[config.mk]
export PLATFORM = sky130hd
export DESIGN_NAME = frontend_top
export DESIGN_NICKNAME = d
export VERILOG_FILES = /design/src/design/frontend_pkg.sv /design/src/design/frontend_top.sv /design/src/design/decoder.sv /design/src/design/fetch_decode_reg.sv /design/src/design/fetch_queue.sv /design/src/design/fetch_unit.sv
export SDC_FILE = /design/constraint.sdc
export NUM_CORES = 1
export LEC_CHECK = 0
export ABC_AREA = 1
export BUFFER_PORTS_ARGS = -buffer_cell sky130_fd_sc_hd__buf_4
export CORE_ASPECT_RATIO = 1.75
export CORE_MARGIN = 4
export CORE_UTILIZATION = 55
export CTS_CLUSTER_DIAMETER = 60
export DETAILED_ROUTE_END_ITERATION = 10
export MAX_ROUTING_LAYER = met4
export PLACE_DENSITY = 0.79
export SYNTH_ARGS = -nofsm -noshare
export SYNTH_HDL_FRONTEND = slang
export SYNTH_SLANG_ARGS = --single-unit
export TNS_END_PERCENT = 1
[constraint.sdc]
create_clock -name clk -period 8 [get_ports clk]
set_input_delay 1.6 -clock clk [delete_from_list [all_inputs] [get_ports clk]]
set_output_delay 1.6 -clock clk [all_outputs]
set_load 0.005 [all_outputs]
[src/design/frontend_pkg.sv]
package frontend_pkg;

    // ========================================
    // Widths
    // ========================================
    localparam int INST_W = 32;               // One instruction word.
    localparam int PAIR_W = 2 * INST_W;       // Two words fetched per request.
    localparam int PC_W   = 32;
    localparam int REG_W  = 5;                // Register index.
    localparam int IMM_W  = 16;               // Raw immediate field before extension.

    // ========================================
    // Instruction fields
    // ========================================
    localparam int MAJOR_W   = 6;
    localparam int MAJOR_LSB = 26;            // Major opcode sits in bits 31..26.
    localparam int IMM_LSB   = 10;            // Immediate in bits 25..10.
    localparam int RJ_LSB    = 5;             // Source register in bits 9..5.
    localparam int RD_LSB    = 0;             // Destination register in bits 4..0.

    // Major opcode encodings.
    localparam logic [MAJOR_W-1:0] MAJOR_ADDI   = 6'h0a;
    localparam logic [MAJOR_W-1:0] MAJOR_LUI    = 6'h05;
    localparam logic [MAJOR_W-1:0] MAJOR_LOAD   = 6'h0b;
    localparam logic [MAJOR_W-1:0] MAJOR_STORE  = 6'h0c;
    localparam logic [MAJOR_W-1:0] MAJOR_BRANCH = 6'h16;

    // addi r0, r0, 0 serves as the NOP that fills a bubble.
    localparam logic [INST_W-1:0] INST_NOP = {MAJOR_ADDI, {(INST_W-MAJOR_W){1'b0}}};

    // ========================================
    // Decoded operations
    // ========================================
    typedef enum logic [2:0] {
        OP_ADDI    = 3'd0,
        OP_LUI     = 3'd1,
        OP_LOAD    = 3'd2,
        OP_STORE   = 3'd3,
        OP_BRANCH  = 3'd4,
        OP_INVALID = 3'd7                     // Any major opcode not listed above.
    } op_e;

endpackage
[src/design/frontend_top.sv]
`timescale 1ns/1ps

module frontend_top #(
    parameter logic [31:0] PC_RESET    = 32'h1c00_0000,
    parameter int          QUEUE_DEPTH = 4
) (
    input  logic                            clk,
    input  logic                            rstn,
    input  logic                            redirect_valid,
    input  logic [frontend_pkg::PC_W-1:0]   redirect_pc,
    input  logic [frontend_pkg::PAIR_W-1:0] imem_rdata,
    input  logic                            dec_ready,
    output logic                            imem_req,
    output logic [frontend_pkg::PC_W-1:0]   imem_addr,
    output logic                            dec_valid,
    output logic [frontend_pkg::PC_W-1:0]   dec_pc,
    output frontend_pkg::op_e               dec_op,
    output logic [frontend_pkg::REG_W-1:0]  dec_rd,
    output logic [frontend_pkg::REG_W-1:0]  dec_rj,
    output logic [frontend_pkg::INST_W-1:0] dec_imm
);

    // ========================================
    // Stage links
    // ========================================
    logic                            fq_valid;
    logic                            fq_ready;
    logic [frontend_pkg::PC_W-1:0]   fq_pc;
    logic [frontend_pkg::PAIR_W-1:0] fq_pair;

    logic                            fd_valid;
    logic                            fd_ready;
    logic [frontend_pkg::PC_W-1:0]   fd_pc;
    logic [frontend_pkg::PAIR_W-1:0] fd_pair;

    logic                            id_valid;
    logic                            id_ready;
    logic [frontend_pkg::PC_W-1:0]   id_pc;
    logic [frontend_pkg::PAIR_W-1:0] id_pair;

    fetch_unit #(.PC_RESET(PC_RESET)) u_fetch_unit (
        .clk            (clk),
        .rstn           (rstn),
        .redirect_valid (redirect_valid),
        .redirect_pc    (redirect_pc),
        .imem_rdata     (imem_rdata),
        .fq_ready       (fq_ready),
        .imem_req       (imem_req),
        .imem_addr      (imem_addr),
        .fq_valid       (fq_valid),
        .fq_pc          (fq_pc),
        .fq_pair        (fq_pair)
    );

    // A redirect clears every later stage in the same cycle.
    fetch_queue #(.QUEUE_DEPTH(QUEUE_DEPTH)) u_fetch_queue (
        .clk      (clk),
        .rstn     (rstn),
        .flush    (redirect_valid),
        .fq_valid (fq_valid),
        .fq_pc    (fq_pc),
        .fq_pair  (fq_pair),
        .fd_ready (fd_ready),
        .fq_ready (fq_ready),
        .fd_valid (fd_valid),
        .fd_pc    (fd_pc),
        .fd_pair  (fd_pair)
    );

    fetch_decode_reg #(.PC_RESET(PC_RESET)) u_fetch_decode_reg (
        .clk      (clk),
        .rstn     (rstn),
        .flush    (redirect_valid),
        .fd_valid (fd_valid),
        .fd_pc    (fd_pc),
        .fd_pair  (fd_pair),
        .id_ready (id_ready),
        .fd_ready (fd_ready),
        .id_valid (id_valid),
        .id_pc    (id_pc),
        .id_pair  (id_pair)
    );

    decoder u_decoder (
        .clk       (clk),
        .rstn      (rstn),
        .flush     (redirect_valid),
        .id_valid  (id_valid),
        .id_pc     (id_pc),
        .id_pair   (id_pair),
        .dec_ready (dec_ready),
        .id_ready  (id_ready),
        .dec_valid (dec_valid),
        .dec_pc    (dec_pc),
        .dec_op    (dec_op),
        .dec_rd    (dec_rd),
        .dec_rj    (dec_rj),
        .dec_imm   (dec_imm)
    );

endmodule

[src/design/decoder.sv]
`timescale 1ns/1ps

module decoder (
    input  logic                            clk,
    input  logic                            rstn,
    input  logic                            flush,
    input  logic                            id_valid,
    input  logic [frontend_pkg::PC_W-1:0]   id_pc,
    input  logic [frontend_pkg::PAIR_W-1:0] id_pair,
    input  logic                            dec_ready,
    output logic                            id_ready,
    output logic                            dec_valid,
    output logic [frontend_pkg::PC_W-1:0]   dec_pc,
    output frontend_pkg::op_e               dec_op,
    output logic [frontend_pkg::REG_W-1:0]  dec_rd,
    output logic [frontend_pkg::REG_W-1:0]  dec_rj,
    output logic [frontend_pkg::INST_W-1:0] dec_imm
);

    typedef enum logic {
        SLOT0,
        SLOT1
    } slot_e;

    slot_e                           state_q;
    logic                            hold_q;    // A pair is held for issue.
    logic [frontend_pkg::PC_W-1:0]   pc_q;
    logic [frontend_pkg::PAIR_W-1:0] pair_q;
    logic [frontend_pkg::INST_W-1:0] inst;
    logic [frontend_pkg::IMM_W-1:0]  imm_raw;

    // ========================================
    // Pair sequencing
    // ========================================
    // Next pair is taken while slot 1 leaves, so back to back pairs have no gap.
    assign id_ready = !hold_q || (state_q == SLOT1 && dec_ready);

    always_ff @(posedge clk or negedge rstn) begin
        if (!rstn) begin
            state_q <= SLOT0;
            hold_q  <= 1'b0;
        end else if (flush) begin
            state_q <= SLOT0;
            hold_q  <= 1'b0;
        end else if (id_ready) begin
            state_q <= SLOT0;
            hold_q  <= id_valid;                 // A bubble leaves the decoder idle.
        end else if (dec_ready) begin
            state_q <= SLOT1;                    // Slot 0 taken, slot 1 goes next.
        end
    end

    always_ff @(posedge clk) begin
        if (id_ready && id_valid) begin
            pc_q   <= id_pc;
            pair_q <= id_pair;
        end
    end

    // ========================================
    // Field decode
    // ========================================
    always_comb begin
        inst = (state_q == SLOT1) ? pair_q[frontend_pkg::PAIR_W-1 -: frontend_pkg::INST_W]
                                  : pair_q[frontend_pkg::INST_W-1:0];
        case (inst[frontend_pkg::MAJOR_LSB +: frontend_pkg::MAJOR_W])
            frontend_pkg::MAJOR_ADDI:   dec_op = frontend_pkg::OP_ADDI;
            frontend_pkg::MAJOR_LUI:    dec_op = frontend_pkg::OP_LUI;
            frontend_pkg::MAJOR_LOAD:   dec_op = frontend_pkg::OP_LOAD;
            frontend_pkg::MAJOR_STORE:  dec_op = frontend_pkg::OP_STORE;
            frontend_pkg::MAJOR_BRANCH: dec_op = frontend_pkg::OP_BRANCH;
            default:                    dec_op = frontend_pkg::OP_INVALID;
        endcase
        imm_raw = inst[frontend_pkg::IMM_LSB +: frontend_pkg::IMM_W];
    end

    assign dec_valid = hold_q;
    assign dec_pc    = (state_q == SLOT1) ? pc_q + 32'd4 : pc_q;
    assign dec_rd    = inst[frontend_pkg::RD_LSB +: frontend_pkg::REG_W];
    assign dec_rj    = inst[frontend_pkg::RJ_LSB +: frontend_pkg::REG_W];
    assign dec_imm   = {{(frontend_pkg::INST_W-frontend_pkg::IMM_W){imm_raw[15]}}, imm_raw};

    // A stalled instruction stays on the outputs until it is taken.
    assert property (@(posedge clk) disable iff (!rstn)
        dec_valid && !dec_ready && !flush |=>
            dec_valid && $stable(dec_pc) && $stable(dec_op) && $stable(dec_imm));

endmodule

[src/design/fetch_decode_reg.sv]
`timescale 1ns/1ps

module fetch_decode_reg #(
    parameter logic [31:0] PC_RESET = 32'h1c00_0000
) (
    input  logic                            clk,
    input  logic                            rstn,
    input  logic                            flush,
    input  logic                            fd_valid,
    input  logic [frontend_pkg::PC_W-1:0]   fd_pc,
    input  logic [frontend_pkg::PAIR_W-1:0] fd_pair,
    input  logic                            id_ready,
    output logic                            fd_ready,
    output logic                            id_valid,
    output logic [frontend_pkg::PC_W-1:0]   id_pc,
    output logic [frontend_pkg::PAIR_W-1:0] id_pair
);

    localparam logic [frontend_pkg::PAIR_W-1:0] BUBBLE_PAIR =
        {frontend_pkg::INST_NOP, frontend_pkg::INST_NOP};

    logic load;     // Register takes a new value this cycle.
    logic bubble;   // The new value is a NOP bubble.

    // ========================================
    // Handshake
    // ========================================
    // The register moves whenever the decoder takes it or it holds nothing.
    assign load     = id_ready || !id_valid;
    assign fd_ready = load;
    assign bubble   = flush || (load && !fd_valid);

    // ========================================
    // Stage register
    // ========================================
    always_ff @(posedge clk or negedge rstn) begin
        if (!rstn) begin
            id_valid <= 1'b0;
            id_pc    <= PC_RESET;
            id_pair  <= BUBBLE_PAIR;
        end else if (bubble) begin
            id_valid <= 1'b0;                    // Empty queue or flush leaves a NOP pair.
            id_pc    <= PC_RESET;
            id_pair  <= BUBBLE_PAIR;
        end else if (load) begin
            id_valid <= 1'b1;
            id_pc    <= fd_pc;
            id_pair  <= fd_pair;
        end
    end

    // A pair that the decoder has not taken is held as it is.
    assert property (@(posedge clk) disable iff (!rstn)
        id_valid && !id_ready && !flush |=> id_valid && $stable(id_pc) && $stable(id_pair));

endmodule

[src/design/fetch_queue.sv]
`timescale 1ns/1ps

module fetch_queue #(
    parameter int QUEUE_DEPTH = 4
) (
    input  logic                            clk,
    input  logic                            rstn,
    input  logic                            flush,
    input  logic                            fq_valid,
    input  logic [frontend_pkg::PC_W-1:0]   fq_pc,
    input  logic [frontend_pkg::PAIR_W-1:0] fq_pair,
    input  logic                            fd_ready,
    output logic                            fq_ready,
    output logic                            fd_valid,
    output logic [frontend_pkg::PC_W-1:0]   fd_pc,
    output logic [frontend_pkg::PAIR_W-1:0] fd_pair
);

    localparam int PTR_W = $clog2(QUEUE_DEPTH);

    logic [frontend_pkg::PC_W-1:0]   pc_mem   [QUEUE_DEPTH];
    logic [frontend_pkg::PAIR_W-1:0] pair_mem [QUEUE_DEPTH];

    // Pointers carry one extra bit to tell full from empty.
    logic [PTR_W:0] wr_ptr_q;
    logic [PTR_W:0] rd_ptr_q;
    logic [PTR_W:0] count;
    logic           full;
    logic           empty;
    logic           wr_en;
    logic           rd_en;

    // ========================================
    // Status
    // ========================================
    assign count = wr_ptr_q - rd_ptr_q;
    assign empty = (wr_ptr_q == rd_ptr_q);
    assign full  = (wr_ptr_q[PTR_W] != rd_ptr_q[PTR_W]) &&
                   (wr_ptr_q[PTR_W-1:0] == rd_ptr_q[PTR_W-1:0]);

    assign fq_ready = !full;
    assign fd_valid = !empty;

    assign wr_en = fq_valid && fq_ready && !flush;   // Flush discards the incoming pair too.
    assign rd_en = fd_valid && fd_ready && !flush;

    // ========================================
    // Pointers and storage
    // ========================================
    always_ff @(posedge clk or negedge rstn) begin
        if (!rstn) begin
            wr_ptr_q <= '0;
            rd_ptr_q <= '0;
        end else if (flush) begin
            wr_ptr_q <= '0;
            rd_ptr_q <= '0;
        end else begin
            if (wr_en) begin
                wr_ptr_q <= wr_ptr_q + 1'b1;
            end
            if (rd_en) begin
                rd_ptr_q <= rd_ptr_q + 1'b1;
            end
        end
    end

    always_ff @(posedge clk) begin
        if (wr_en) begin
            pc_mem[wr_ptr_q[PTR_W-1:0]]   <= fq_pc;
            pair_mem[wr_ptr_q[PTR_W-1:0]] <= fq_pair;
        end
    end

    // Head is read straight from storage.
    assign fd_pc   = pc_mem[rd_ptr_q[PTR_W-1:0]];
    assign fd_pair = pair_mem[rd_ptr_q[PTR_W-1:0]];

    // Occupancy stays within depth, so no write hit a full queue and no read an empty one.
    assert property (@(posedge clk) disable iff (!rstn)
        count <= (PTR_W+1)'(QUEUE_DEPTH));

    // A head that the stage register refuses stays at the head.
    assert property (@(posedge clk) disable iff (!rstn)
        fd_valid && !fd_ready && !flush |=> fd_valid && $stable(fd_pc) && $stable(fd_pair));

endmodule

[src/design/fetch_unit.sv]
`timescale 1ns/1ps

module fetch_unit #(
    parameter logic [31:0] PC_RESET = 32'h1c00_0000
) (
    input  logic                            clk,
    input  logic                            rstn,
    input  logic                            redirect_valid,
    input  logic [frontend_pkg::PC_W-1:0]   redirect_pc,
    input  logic [frontend_pkg::PAIR_W-1:0] imem_rdata,
    input  logic                            fq_ready,
    output logic                            imem_req,
    output logic [frontend_pkg::PC_W-1:0]   imem_addr,
    output logic                            fq_valid,
    output logic [frontend_pkg::PC_W-1:0]   fq_pc,
    output logic [frontend_pkg::PAIR_W-1:0] fq_pair
);

    logic                            run_q;       // Set on the first clock after reset.
    logic [frontend_pkg::PC_W-1:0]   pc_q;        // Address of the next request.
    logic [frontend_pkg::PC_W-1:0]   req_pc_q;    // Address of the pair in flight or in skid.
    logic                            pend_q;      // A response arrives this cycle.
    logic                            skid_q;      // Skid register holds a pair.
    logic [frontend_pkg::PAIR_W-1:0] skid_pair_q;

    // ========================================
    // Request side
    // ========================================
    // A new request goes out only when the current pair, if any, leaves this cycle.
    assign imem_req  = run_q && !redirect_valid && (!fq_valid || fq_ready);
    assign imem_addr = pc_q;

    always_ff @(posedge clk or negedge rstn) begin
        if (!rstn) begin
            run_q  <= 1'b0;
            pc_q   <= PC_RESET;
            pend_q <= 1'b0;
        end else begin
            run_q  <= 1'b1;
            pend_q <= imem_req;                   // Memory answers one cycle later.
            if (redirect_valid) begin
                pc_q <= {redirect_pc[frontend_pkg::PC_W-1:3], 3'b000};
            end else if (imem_req) begin
                pc_q <= pc_q + 32'd8;
            end
        end
    end

    always_ff @(posedge clk) begin
        if (imem_req) begin
            req_pc_q <= imem_addr;
        end
    end

    // ========================================
    // Response side and skid
    // ========================================
    assign fq_valid = pend_q || skid_q;           // The two never overlap.
    assign fq_pc    = req_pc_q;
    assign fq_pair  = skid_q ? skid_pair_q : imem_rdata;

    always_ff @(posedge clk or negedge rstn) begin
        if (!rstn) begin
            skid_q <= 1'b0;
        end else if (redirect_valid) begin
            skid_q <= 1'b0;                       // Drop whatever the old stream left.
        end else if (pend_q && !fq_ready) begin
            skid_q <= 1'b1;
        end else if (skid_q && fq_ready) begin
            skid_q <= 1'b0;
        end
    end

    always_ff @(posedge clk) begin
        if (pend_q && !fq_ready) begin
            skid_pair_q <= imem_rdata;
        end
    end

    // Every request address is pair aligned.
    assert property (@(posedge clk) disable iff (!rstn)
        imem_req |-> imem_addr[2:0] == 3'b000);

    // A refused response is offered again, unchanged, on the next cycle.
    assert property (@(posedge clk) disable iff (!rstn)
        pend_q && !fq_ready && !redirect_valid |=> fq_valid && fq_pair == $past(imem_rdata));

endmodule

; ---- Word level (Yosys, flattened, before mapping)
; Memory sizes are Yosys's and may differ from the RTL's.
; Index checks and enable logic that the tools add are counted.
[totals]
word_cells = 85
register_bits = 332
n_memories = 2
inputBits = 100
ramBits = 384
output_inout_bits = 111
[mem_list]
columns = name, depth, word_bits, read_ports, rd_clocked_by_memory_dff, write_ports, line_no
row1 = u_fetch_queue.pair_mem, 4, 64, 1, 0, 1, fetch_queue.sv:22  ; logic [frontend_pkg::PAIR_W-1:0] pair_mem [QUEUE_DEPTH];
row2 = u_fetch_queue.pc_mem, 4, 32, 1, 0, 1, fetch_queue.sv:21  ; logic [frontend_pkg::PC_W-1:0] pc_mem [QUEUE_DEPTH];
[op_classes]
eq_ne = 8
reduce_logical = 30
muxes = 26
n_addsub = 4
[op_table]
columns = cell, n
row1 = $mux 32, 6
row2 = $mux 64, 3
row3 = $add 32x3->32 const B, 1
row4 = $add 32x4->32 const B, 1
row5 = $eq 6x4->1 const B, 3
row6 = $pmux 3 s5, 1
row7 = $logic_and 1x1->1, 12
row8 = $mux 1, 12
row9 = $mux 3, 4
row10 = $reduce_bool 2->1, 5
row11 = $add 3x1->3 const B, 2
row12 = $eq 6x3->1 const B, 1
row13 = $eq 6x5->1 const B, 1
row14 = $logic_not 1->1, 6
row15 = $reduce_bool 3->1, 2
row16 = $logic_or 1x1->1, 5
row17 = $eq 3x3->1, 1
row18 = $eq 2x2->1, 1
row19 = $ne 1x1->1, 1

; ---- Depth between registers and ports, before layout
; Gate-level depths: netlist of run 1.
[depth]
ltp_word = 7
depth_mapped = 11
ltp_nobuf = 10

; ---- Modules after synthesis
; From an unflattened synthesis of run 1, not the netlist that was laid out.
[hier_totals]
hier_cells = 2512
hier_area_um2 = 29119.2
[modules_own_cells]
columns = mod, cells_each, area_per_inst_um2, n_inst, seq_area_each_um2
row1 = fetch_queue, 991, 14672.8, 1, 11681.2
row2 = fetch_unit, 642, 5890.6, 1, 3597.2
row3 = decoder, 425, 4476.8, 1, 2932.8
row4 = fetch_decode_reg, 454, 4078.9, 1, 2436.1

; ---- Worst setup path before layout of run 1
; OpenSTA, ideal clock, no wires.
[synth_path]
kind = input-to-reg
startpoint = input port redirect_valid
endpoint = memory u_fetch_queue.pair_mem[0][0] in the netlist's numbering (enable)
setup_ns = 0.546
t_arrival_ns = 6.177
path_slack_ns = 1.278
path_buffers = 2
cell_stages = 5
path_cell_list = buf_2 inv_2 buf_1 nand2_1 nor2_1
[synth_via]
elab_chain_cells = 4
[synth_lines]
columns = element, line_no
row1 = "start, declared", frontend_top.sv:9  ; input logic redirect_valid,
row2 = $logic_not 1->1, fetch_queue.sv:44  ; assign wr_en = fq_valid && fq_ready && !flush;
row3 = $logic_and 1x1->1, fetch_queue.sv:44
row4 = $mux 1, fetch_queue.sv:68  ; if (wr_en) begin
row5 = $mux 1 (implied by the code), fetch_queue.sv:70  ; pair_mem[wr_ptr_q[PTR_W-1:0]] <= fq_pair;
row6 = "end, declared", fetch_queue.sv:22
; No other way between the ends.

; ---- Worst setup path after layout of run 1
[layout_path]
startpoint = register u_decoder.state_q
endpoint = output port dec_op[0]
[layout_via]
elab_chain_cells = 3
elab_cells_between_ends = 7
cone_classes = eq/ne (5) / mux (2)
[layout_lines]
columns = element, line_no
row1 = "start, declared", decoder.sv:25  ; slot_e state_q;
row2 = "start signal, assigned", decoder.sv:40  ; state_q <= SLOT0;
row3 = "start signal, assigned", decoder.sv:43  ; state_q <= SLOT0;
row4 = "start signal, assigned", decoder.sv:46  ; state_q <= SLOT0;
row5 = $mux 32 *, decoder.sv:64  ; inst = (state_q == SLOT1) ? pair_q[frontend_pkg::PAIR_W-1 -: frontend_pkg::INST_W]
row6 = "$eq 6x5->1, or another cell as far along", decoder.sv:66  ; case (inst[frontend_pkg::MAJOR_LSB +: frontend_pkg::MAJOR_W])
row7 = $pmux 3 s5 *, decoder.sv:66
row8 = "end, declared", frontend_top.sv:17  ; output frontend_pkg::op_e dec_op,
; Every way passes the cells marked *; elsewhere a longest branch is shown, timed or not.

==> results.txt, run 1 <==
The run finished with clean final reports. The TritonCTS sink count came out at 692. The sum of net half-perimeters after detailed placement is 38.8 mm. The first TritonRoute pass finished after 6 iterations. The fraction of layout cells with a size suffix above 1 is 14.5%. The worst-skew pair later-pin latency is 600 ps. The data required time of the critical path came out at 6400 ps. The internal power of the cells totals 6710 uW. In this run, CTS created clock tree buffers numbering 56. The area fraction of the dominant cell type after synthesis came out at 61.8%. In this run the worst setup path begins at u_decoder.state_q$_DFFE_PN0P_. The number of buffers added to fix hold violations after cts is 0. Along the worst path, the maximum fanout reaches 38.

In this run the deepest clock path goes through 3 buffers. The remaining antenna violation count after routing is 0. The count of buffers from port buffering is 202. The met3 routed wirelength came out at 4.20 mm. The TritonCTS clock tree is done.

Across all layers, the routed design uses 17700 vias. The per-cell routed wire length is 20.7 microns. The launch instance of the worst register-to-register path is u_fetch_queue.rd_ptr_q[0]$_DFFE_PN0P_.

The post-route DRC violation count is 0. The first-pass GRT wire length came out at 99.0 mm. STA classifies the critical path startpoint as a register.

Ranked by total cell area, the synthesized netlist is headed by sky130_fd_sc_hd__edfxtp_1, sky130_fd_sc_hd__dfrtp_1, sky130_fd_sc_hd__nand2_1. Setup total negative slack on the finished layout was measured at 0 ps. The total of flip-flops plus latches after synthesis came out at 692. The largest voltage drop on the vdd net is 0.205 mV. The minimum clock period after layout came out at 4710 ps. The worst setup slack for register-to-register paths is 3710 ps.

Based on the critical path, the design can be clocked at up to 212 MHz. In this run the count of I/O pins placed on the die edge is 211. The most frequent cell after synthesis is sky130_fd_sc_hd__nand2_1. Yosys printed 0 warnings. After detailed routing, the total wire length is 64.7 mm.

The cell count after synthesis came out at 2294. The number of violations of the max-capacitance limit is 0. Measured against its own limit, the worst slew margin works out to 24.3%.

The sequential power share is 50.0%. The min-delay analysis places its worst path in the category register to register. The number of setup violations in the final report came out at 0. The cell family contributing the most delay on the critical path is buffers and inverters.

The number of antenna violations at the first check in global routing came out at 2. The number of cells on the worst reg-to-reg path is 10. The post-synthesis cell area is 0.0271 sq mm. The die outline area is 0.0531 sq mm. The maximum clock skew at final layout is 26.3 ps. The total power of the final layout came out at 9390 uW.

The number of DRC markers in iteration 0 came out at 1619. The analysis attributes to cell leakage a power of 0.0122 uW. The combinational share of power is 18.6%. The highest metal layer carrying signal wires in the routed design is met4. The least setup slack across all paths after layout came out at 3290 ps. The share of the clock period used by the worst path is 58.9%. The dominant register cell in the synthesized netlist is sky130_fd_sc_hd__edfxtp_1.

The finished layout cell area came out at 0.0309 sq mm. For this run the aggregate overflow at the end of global routing stands at 0. The arrival time at the worst endpoint is 3110 ps.

In this design, the critical path's most frequently occurring cell is sky130_fd_sc_hd__nand2_1. STA classifies the critical path endpoint as a primary output. After clock tree synthesis, the clock-pin slew on the worst setup and hold paths is 70 ps. The worst hold-check slack is 444 ps. The number of gates given a new drive strength after cts is 0. The die is 176 microns wide.

In the detailed route, the total length drawn on met2 is 35.5 mm. The number of pins exceeding their max-slew limit in the final report is 0. Synthesis instantiated 35 different standard cells from the library.

The switching part of the total power is 28.6%. The endpoint identified for the worst register-to-register timing path is u_fetch_queue.pair_mem[1][42]$_DFFE_PP_. Counting both buffers and inverters, the worst setup path holds a total of 3. The commonest cells after synthesis are sky130_fd_sc_hd__nand2_1, sky130_fd_sc_hd__edfxtp_1, sky130_fd_sc_hd__nor2_1, sky130_fd_sc_hd__o21ai_0, sky130_fd_sc_hd__dfrtp_1. Dividing the detail-routed via count by the number of cells gives 5.67. The floorplan core area is 0.0487 sq mm. The via count of the first global-routing pass came out at 18100.

The power per cell area is 304 mW/mm^2. The die span in y is 302 microns. The count of H-tree levels built during CTS is 2. For this configuration, the core starts out at a cell density of 55.6%. The area added between synthesis and finish came out at 14.1%. The cell taking the most area after synthesis is sky130_fd_sc_hd__edfxtp_1.

Of all flip-flops after synthesis, the portion carrying an async set or reset was 19.4%. The master of the slowest instance on the critical path is sky130_fd_sc_hd__inv_1. The clock network is responsible for 31.4% of the overall power. The congestion estimate from routability-driven global placement came to 0.857. The number of stages on the worst setup path is 11. The pin count of the biggest net entering global routing is 103. The signal on the critical path passes through buf_4 -> inv_1 -> nand2_1 -> nand2_1 -> a21oi_1 -> nand2_1 -> nand2_1 -> nand2_1 -> nand4_1 -> nand2_1 -> buf_4. The critical path in this run is classified as register to primary output. The post-detailed-placement cell area is 0.0289 sq mm. For this block, wires on met1 add up to 22.2 mm. The final net count came out at 2523.

The critical path endpoint is dec_op[0]. For the pin with the worst max-slew slack, the measured transition is 1130 ps. The setup slack at placement is 3550 ps. The floorplan has 107 rows. The number of flops mapped to enable cells by yosys is 558. After synthesis, the mean cell area works out to 11.8 sq um. The critical path's largest stage delay is 560 ps. The final hold violation count came to 0. The share of the yosys chip area belonging to registers is 74.2%. CTS placed an instance of sky130_fd_sc_hd__clkbuf_16 at the clock tree root. The post-CTS setup-driven buffer insertion count came out at 0.

The net load switching power is 2690 uW. Setup repair after global routing left no endpoint under its margin. The global-route usage over all layers came out at 24.7%.
final cells by class:
type	count	area, sq um
repair buffers	226	1700
fillers	3589	17800
well taps	654	818
flip-flops and latches	692	20100
clock inverters	26	393
inverters	46	175
clock buffers	79	1620
diodes	2	5.00
multi-input cells	1395	6100
stage by stage:
step           std cells  utilization (%)
2_1_floorplan       2298                -
3_3_place_gp        3013             59.3
3_5_place_dp        3013             59.3
4_1_cts             3118             63.5
5_1_grt             3120             63.5
6_report            3120             63.5
power by group through the flow:
| stage | sequential (uW) | clock [uW] | combinational [uW] |
|---|---|---|---|
| 6_report | 4700 | 2950 | 1750 |
| 5_1_grt | 4740 | 3130 | 1930 |
| 4_1_cts | 4690 | 2980 | 1750 |
| 3_5_place_dp | 4760 | 0 | 1730 |
| 3_3_place_gp | 4740 | 0 | 1650 |
| 2_1_floorplan | 4630 | 0 | 1150 |
placed cells by master (no fill, tap or decap), types with 2 or more instances in the layout:
cell                         instances
sky130_fd_sc_hd__nand4_1             3
sky130_fd_sc_hd__clkbuf_8           13
sky130_fd_sc_hd__inv_2               4
sky130_fd_sc_hd__dfrtp_2             2
sky130_fd_sc_hd__a21oi_1            17
sky130_fd_sc_hd__dfstp_2            10
sky130_fd_sc_hd__dfrtp_1           121
sky130_fd_sc_hd__nand3b_1            7
sky130_fd_sc_hd__clkinvlp_4          2
sky130_fd_sc_hd__o21ai_1             2
sky130_fd_sc_hd__o21ai_0           186
sky130_fd_sc_hd__ha_1                6
sky130_fd_sc_hd__diode_2             2
sky130_fd_sc_hd__o21bai_1            2
sky130_fd_sc_hd__o22ai_1            86
sky130_fd_sc_hd__nand3_1            49
sky130_fd_sc_hd__clkinv_2            9
sky130_fd_sc_hd__inv_1              41
sky130_fd_sc_hd__xnor2_1             3
sky130_fd_sc_hd__a32o_1              7
sky130_fd_sc_hd__bufinv_16           9
sky130_fd_sc_hd__conb_1              6
sky130_fd_sc_hd__nor2_4              8
sky130_fd_sc_hd__inv_6               2
sky130_fd_sc_hd__clkbuf_16          56
sky130_fd_sc_hd__buf_4             225
sky130_fd_sc_hd__nor2_1            230
sky130_fd_sc_hd__nand2_1           755
sky130_fd_sc_hd__xor2_1             12
sky130_fd_sc_hd__or2_2               9
sky130_fd_sc_hd__clkbuf_1           10
sky130_fd_sc_hd__edfxtp_1          558
how the worst min path moves through the flow:
stage	from	to	slack (ps)	cells after the start
after global placement	u_fetch_decode_reg.id_pc[6]$_DFFE_PN0P_	u_decoder.pc_q[6]$_DFFE_PP_	430	0
after global routing	u_fetch_decode_reg.id_pair[54]$_DFFE_PN0P_	u_decoder.pair_q[54]$_DFFE_PP_	450	0
after detailed placement	u_fetch_decode_reg.id_pair[25]$_DFFE_PN0P_	u_decoder.pair_q[25]$_DFFE_PP_	430	0
final	u_fetch_decode_reg.id_pair[54]$_DFFE_PN0P_	u_decoder.pair_q[54]$_DFFE_PP_	440	0
after floorplan	u_fetch_decode_reg.id_pair[0]$_DFFE_PN0P_	u_decoder.pair_q[0]$_DFFE_PP_	430	0
after CTS	u_fetch_decode_reg.id_pair[54]$_DFFE_PN0P_	u_decoder.pair_q[54]$_DFFE_PP_	440	0
routing by layer:
metal / up-vias / GRT usage (%)
met5: - / -
met1: 8706 / 27.1
met4: 0 / 10.3
met3: 166 / 3.18
met2: 797 / 45.2
li1: 8031 / -
flip-flops by register name, indices dropped and copies added (netlist names):
name,cells
u_fetch_queue.rd_ptr_q,3
u_fetch_unit.imem_addr,29
u_decoder.pc_q,29
u_fetch_decode_reg.id_pair,64
u_decoder.pair_q,64
u_fetch_decode_reg.id_pc,29
u_fetch_unit.skid_q,1
u_fetch_unit.skid_pair_q,64
u_fetch_unit.pend_q,1
u_decoder.dec_valid,1
u_fetch_unit.run_q,1
u_fetch_decode_reg.id_valid,1
u_fetch_unit.fq_pc,29
u_fetch_queue.pair_mem,256
u_fetch_queue.wr_ptr_q,3
u_fetch_queue.pc_mem,116
u_decoder.state_q,1
cell families after synthesis:
logic type / synth area share [%]
buf+inv: 3.53
mux: 0.0369
flops: 74.2
simple gates: 15.3
other cells: 0.0277
xor+xnor: 0.484
compound gates: 6.18
fa+ha+maj: 0.277
(Power assumes the default switching activity.)
==> run 2: changes to the inputs <==
- clock period: 8 -> 4.8 ns (I/O delays scaled with it)
==> results.txt, run 2 (synthesis gave the netlist of run 1 again) <==
Setup repair after global routing left no endpoint under its margin. The number of violations of the max-capacitance limit is 0 (unchanged). The total overflow reported by the global router came out at 0 (unchanged).

The final net count is 2526 (+0.12%). The multi-input logic area came out at 0.00610 sq mm (unchanged). The TritonCTS sink count came out at 692 (unchanged). The relative slew slack came to 26.2% (+1.8 points). The master of the slowest instance on the critical path is sky130_fd_sc_hd__buf_4. The pin count of the biggest net entering global routing came out at 108 (+4.9%). The worst flop-to-flop path endpoint is u_fetch_decode_reg.id_pair[28]$_DFFE_PN0P_. The share of the clock period used by the worst path came out at 72.6%. The post-detailed-placement cell area came out at 0.0290 sq mm (+0.40%).

The arrival time at the worst endpoint came out at 2520 ps (-590 ps). In this run the worst hold path is classified as register to register. The post-route DRC violation count came out at 0 (unchanged).

The area added between synthesis and finish came out at 14.2%. The count of H-tree levels built during CTS came out at 2 (unchanged). TritonCTS built the clock tree. The number of buffers added to fix hold violations after cts came out at 0 (unchanged).

The die span in y came out at 302 microns (unchanged). The data required time of the critical path is 3840 ps (-2560 ps). The least setup slack across all paths after layout came to 1320 ps (-1970 ps). The fill cell total of the finished layout is 3634 (+1.3%). The total negative slack is 0 ps (unchanged). The number of cells on the worst reg-to-reg path is 7 (-3).

The maximum count of clock buffers along a single path came out at 3 (unchanged). The number of vias per cell after detailed routing came to 5.62 (-0.90%). The final hold violation count came to 0 (unchanged). The worst-skew pair later-pin latency is 590 ps (about the same). The floorplan core area came out at 0.0487 sq mm (unchanged).

The die outline area is 0.0531 sq mm (unchanged). The slew at the pin with the worst max-slew slack came out at 1110 ps (-24.6 ps). The post-CTS setup-driven buffer insertion count is 0 (unchanged). The critical path goes through buf_4 -> nand2_1 -> o21ai_0 -> nor2b_1 -> nand3_1 -> nand4_1 -> nand2_1 -> buf_4. The effective utilization at floorplan is 55.6% (unchanged). The finished layout cell area is 0.0310 sq mm (+0.12%). The floorplan row count was 107 (unchanged). The count of pins on the block boundary is 211 (unchanged). The most common library cell in the layout ignoring fill and taps is sky130_fd_sc_hd__nand2_1. The number of DRC markers in iteration 0 is 1540 (-4.9%). The startpoint identified for the worst hold timing path is u_fetch_decode_reg.id_pair[54]$_DFFE_PN0P_. The fraction of layout cells with a size suffix above 1 is 14.3% (-0.19 points). The via count of the first global-routing pass came out at 18400 (+1.2%). The total wire length came out at 63.5 mm (-1.8%). The clock input transition at the sequential cells of the worst setup and hold paths is 70 ps (about the same). The end of the worst hold path is u_decoder.pair_q[54]$_DFFE_PP_. The number of flip-flops under the largest register name came out at 256 (unchanged). The first-pass GRT wire length is 98.1 mm (-0.85%). The per-cell routed wire length is 20.3 microns (-2.0%). The maximum clock skew at final layout came out at 24.9 ps (-1.36 ps). The category of the most critical setup path is register to primary output.

The area of all sequential standard cells is 0.0201 sq mm (unchanged). STA classifies the critical path startpoint as a register. The routability-driven placement congestion ratio is 0.844 (-1.6%). The root buffer cell chosen for the clock tree is sky130_fd_sc_hd__clkbuf_16. The global-route usage over all layers came out at 24.5% (-0.25 points). The maximum fanout count along the critical path is 37 (-2.6%). The largest voltage drop on the vdd net is 0.375 mV (+82%). The static leakage is 0.0122 uW (about the same). The setup slack at placement was 1680 ps (-1870 ps). The power per cell area came to 500 mW/mm^2 (+65%). The critical path's largest stage delay came out at 420 ps (-140 ps).

The total power of the final layout is 15500 uW (+65%). The number of pins exceeding their max-slew limit in the final report is 0 (unchanged). The worst hold path depth was 0 (unchanged). The count of buffers from port buffering came out at 202 (unchanged). The number of gates given a new drive strength after cts is 0 (unchanged). The instance count after placement with tap cells included came out at 3015 (+0.066%). The number of antenna violations at the first check in global routing came to 2 (unchanged).

The launch instance of the worst register-to-register path is u_fetch_queue.rd_ptr_q[0]$_DFFE_PN0P_. The die span in x was 176 microns (unchanged). The remaining antenna violation count after routing was 0 (unchanged). The minimum clock period after layout is 3480 ps. The number of buffers created by CTS is 57 (+1.8%).

The sum of net half-perimeters after detailed placement is 38.0 mm (-2.0%). The worst setup slack for register-to-register paths is 1620 ps (-2090 ps). STA classifies the critical path endpoint as a primary output. The count of non-filler cells in the finished layout came out at 3125 (+0.16%).

The number of detailed-routing iterations run before antenna repair came to 5 (-1). The number of setup violations in the final report is 0 (unchanged). The library cells used most frequently in the layout, excluding fill and tap cells, are sky130_fd_sc_hd__nand2_1, sky130_fd_sc_hd__edfxtp_1, sky130_fd_sc_hd__nor2_1, sky130_fd_sc_hd__buf_4, sky130_fd_sc_hd__o21ai_0. Static timing analysis puts the maximum clock frequency at 287 MHz. The run finished with clean final reports. The total vias in the final route came to 17600 (-0.74%).
[run 2: worst max path at each step]
stage	from	to	slack, ps	cells past startpoint
floorplan	redirect_valid	u_fetch_queue.pair_mem[0][0]$_DFFE_PP_	-1280	5
global placement	u_fetch_queue.rd_ptr_q[0]$_DFFE_PN0P_	u_fetch_decode_reg.id_pair[7]$_DFFE_PN0P_	1800	7
detailed placement	u_fetch_queue.rd_ptr_q[0]$_DFFE_PN0P_	u_fetch_decode_reg.id_pair[38]$_DFFE_PN0P_	1680	7
CTS	u_decoder.state_q$_DFFE_PN0P_	dec_op[0]	1330	8
global route	u_decoder.state_q$_DFFE_PN0P_	dec_op[2]	1190	7
finish	u_decoder.state_q$_DFFE_PN0P_	dec_op[2]	1320	8
[run 2: critical path: cells and delay by family (launching register included)]
kind / cells / cell delay, ps
and+or+nand+nor: 5 / 860
AOI/OAI and AO/OA: 1 / 140
buffers and inverters: 2 / 590
DFF: 1 / 350
[run 2: layout make-up]
cell class,count,share of cell area [%]
clock inverters,26,0.933
diodes,2,0.0162
multi-input cells,1395,19.7
well taps,654,2.64
clock buffers,82,5.30
flip-flops and latches,692,65.0
inverters,46,0.566
repair buffers,228,5.86
[run 2: through the flow]
step / hold slack [ps] / util (%)
2_1_floorplan: 425 / -
3_5_place_dp: 431 / 59.6
5_1_grt: 454 / 63.6
3_3_place_gp: 433 / 59.6
6_report: 436 / 63.6
4_1_cts: 435 / 63.5
[run 2: power breakdown]
group,switching (uW),internal (uW)
logic,1960,1010
registers,426,7350
clock network,2040,2710
total,4430,11100
[run 2: layer usage]
metal,global-route usage [%],wire length (microns)
met5,-,0
met3,3.13,3760
met1,26.8,22200
met4,11.1,2800
met2,44.3,34700
==> run 3: changes to the inputs <==
- clock period: 4.8 -> 3.6 ns (I/O delays scaled with it)
==> results.txt, run 3 (synthesis gave the netlist of run 1 again) <==
The count of buffers from port buffering is 202 (unchanged). The number of cells on the worst reg-to-reg path is 5 (-2). The maximum count of clock buffers along a single path is 3 (unchanged). The flow ran to the end, and the final reports show no timing, DRC or antenna violations.

The number of antenna violations at the first check in global routing is 3 (+1). The signal on the critical path passes through inv_1 -> nand2_1 -> nand2_1 -> a21oi_1 -> nand2_1 -> nand2_1 -> nand2_1 -> nand4_1 -> nand2_1 -> buf_4. The net load switching power came out at 5920 uW (+34%). The combinational share of power was 19.0% (-0.2 points).

The number of DRC markers in iteration 0 is 1177 (-24%). The remaining antenna violation count after routing came out at 0 (unchanged). The TritonCTS sink count was 692 (unchanged).

Among the stages of the critical path, the cell type that occurs most often is sky130_fd_sc_hd__nand2_1. The total met2 wirelength after detailed routing is 34.4 mm (-0.86%). The clock input transition at the sequential cells of the worst setup and hold paths came to 70 ps (about the same). The met3 routed wirelength is 3.83 mm (+1.8%). The worst register-to-register path ends at u_fetch_decode_reg.id_pair[49]$_DFFE_PN0P_. The critical path's largest stage delay is 590 ps (+170 ps). The library cell used most frequently in the layout, excluding fill and tap cells, is sky130_fd_sc_hd__nand2_1.

The fraction of layout cells with a size suffix above 1 came out at 14.7% (+0.36 points). The final hold violation count is 0 (unchanged). The total overflow reported by the global router is 0 (unchanged). The switching part of the total power came to 29.0% (+0.42 points). The total vias in the final route is 17400 (-0.87%). The first-pass GRT wire length is 95.9 mm (-2.2%). The via count of the first global-routing pass is 18000 (-2.1%). The count of H-tree levels built during CTS is 2 (unchanged). The count of pins on the block boundary came to 211 (unchanged). The worst hold-check path type is input pin to async pin. The routed metal-1 wirelength came to 21.5 mm (-3.1%). The largest voltage drop on the vdd net came out at 0.539 mV (+44%).

The portion of total power attributed to the clock network is 30.0% (-0.6 points). The minimum clock period after layout came out at 3190 ps. The data required time of the critical path is 2880 ps (-960 ps). The die outline area came to 0.0531 sq mm (unchanged).

The die span in x was 176 microns (unchanged). The number of pins exceeding their max-slew limit in the final report came out at 0 (unchanged). The share of the clock period used by the worst path came out at 88.5%. The least setup slack across all paths after layout is 414 ps (-902 ps). Setup repair after global routing left no endpoint under its margin.

The library cells used most frequently in the layout, excluding fill and tap cells, are sky130_fd_sc_hd__nand2_1, sky130_fd_sc_hd__edfxtp_1, sky130_fd_sc_hd__nor2_1, sky130_fd_sc_hd__buf_4, sky130_fd_sc_hd__o21ai_0. The arrival time at the worst endpoint is 2470 ps (-50 ps). The upper clock frequency limit is 314 MHz. The slowest stage of the critical path is the sky130_fd_sc_hd__dfrtp_2 cell. The endpoint kind of the worst setup timing path is a primary output. The instance count after placement with tap cells included is 3018 (+0.10%). The total power of the final layout was 20400 uW (+32%). The worst setup path is launched from a register. The number of violations of the max-capacitance limit came out at 0 (unchanged). The number of buffers added to fix hold violations after cts is 0 (unchanged). The die span in y came out at 302 microns (unchanged). Signal routing reaches up to met4. The relative slew slack is 19.6% (-6.6 points). The worst setup path is of the register to primary output kind. The post-detailed-placement cell area came out at 0.0291 sq mm (about the same).

The sum of net half-perimeters after detailed placement came out at 37.8 mm (-0.71%). The floorplan core area came to 0.0487 sq mm (unchanged). The number of setup violations in the final report came out at 0 (unchanged). The maximum clock skew at final layout came to 22.7 ps (-2.26 ps). The number of buffers created by CTS is 57 (unchanged). The setup slack at placement came out at 835 ps (-848 ps). The power per cell area is 661 mW/mm^2 (+32%).

The worst setup slack for register-to-register paths is 750 ps (-870 ps). The area added between synthesis and finish came out at 14.0%. The number of flip-flops under the largest register name came out at 256 (unchanged). The cell-internal power came to 14500 uW (+31%). The post-CTS setup-driven buffer insertion count is 0 (unchanged).

The critical path endpoint is dec_op[1]. The effective utilization at floorplan came out at 55.6% (unchanged). The total negative slack came out at 0 ps (unchanged). The finished layout cell area came out at 0.0309 sq mm (-0.15%). The slew at the pin with the worst max-slew slack is 1210 ps (+98.5 ps). In this run the critical register-to-register path is launched from u_fetch_queue.rd_ptr_q[0]$_DFFE_PN0P_.

The number of detailed-routing iterations run before antenna repair is 5 (unchanged). Tracing the worst setup path back leads to its startpoint at u_decoder.state_q$_DFFE_PN0P_. The per-cell routed wire length came out at 20.1 microns (-1.2%). The maximum fanout count along the critical path came out at 17 (-54%). The count of non-filler cells in the finished layout came out at 3127 (+0.064%). The global-route usage over all layers is 24.0% (-0.43 points). The pin count of the biggest net entering global routing is 189 (+75%).

The final net count is 2529 (+0.12%). The number of vias per cell after detailed routing came out at 5.57 (-0.93%). TritonCTS built the clock tree. The CTS root buffer is sky130_fd_sc_hd__clkbuf_16. The post-route DRC violation count came to 0 (unchanged). The sequential power share is 51.0% (+0.8 points). The routability-driven placement congestion ratio is 0.923 (+9.4%).

The floorplan row count is 107 (unchanged). The worst-skew pair later-pin latency is 600 ps (about the same). The static leakage is 0.0122 uW (-0.26%). The total wire length is 62.8 mm (-1.1%). The number of gates given a new drive strength after cts is 0 (unchanged).
## run 3: power groups by stage
stage | sequential, uW | combinational [uW] | clock (uW)
floorplan | 10300 | 2570 | 0
global placement | 10500 | 3690 | 0
detailed placement | 10600 | 3860 | 0
CTS | 10400 | 3910 | 6230
global route | 10500 | 4290 | 6560
finish | 10400 | 3880 | 6120
## run 3: metrics by stage
| stage | hold WS (ps) | util (%) |
|---|---|---|
| floorplan | 424 | - |
| global placement | 431 | 59.6 |
| detailed placement | 431 | 59.6 |
| CTS | 101 | 63.4 |
| global route | 122 | 63.5 |
| finish | 104 | 63.5 |
## run 3: cell type report
type,instances,area (sq um)
inverters,46,176
multi-input cells,1395,6100
well taps,654,818
flip-flops and latches,692,20100
clock inverters,37,348
clock buffers,69,1510
diodes,3,7.51
repair buffers,231,1840
fillers,3566,17800
## run 3: how the worst min path moves through the flow
stage / slack (ps) / from / to / depth (start not counted)
2_1_floorplan: 420 / rstn / u_decoder.dec_valid$_DFFE_PN0N_ / 0
3_3_place_gp: 430 / u_fetch_decode_reg.id_pair[3]$_DFFE_PN0P_ / u_decoder.pair_q[3]$_DFFE_PP_ / 0
3_5_place_dp: 430 / u_fetch_decode_reg.id_pc[5]$_DFFE_PN0P_ / u_decoder.pc_q[5]$_DFFE_PP_ / 0
4_1_cts: 100 / rstn / u_fetch_unit.imem_addr[24]$_DFFE_PN0P_ / 1
5_1_grt: 120 / rstn / u_fetch_unit.imem_addr[24]$_DFFE_PN0P_ / 1
6_report: 100 / rstn / u_fetch_unit.imem_addr[24]$_DFFE_PN0P_ / 1
## run 3: worst max-delay path: cells and delay by family (launching register included)
kind / cells / cell delay (ps)
flops: 1 / 590
compound gates: 1 / 180
simple gates: 7 / 710
buf+inv: 2 / 390
## run 3: routing by layer
metal | global-route usage (%) | up-vias
met1 | 25.7 | 8511
met3 | 3.35 | 169
li1 | - | 8051
met2 | 43.7 | 685
met4 | 11.6 | 0
met5 | - | -
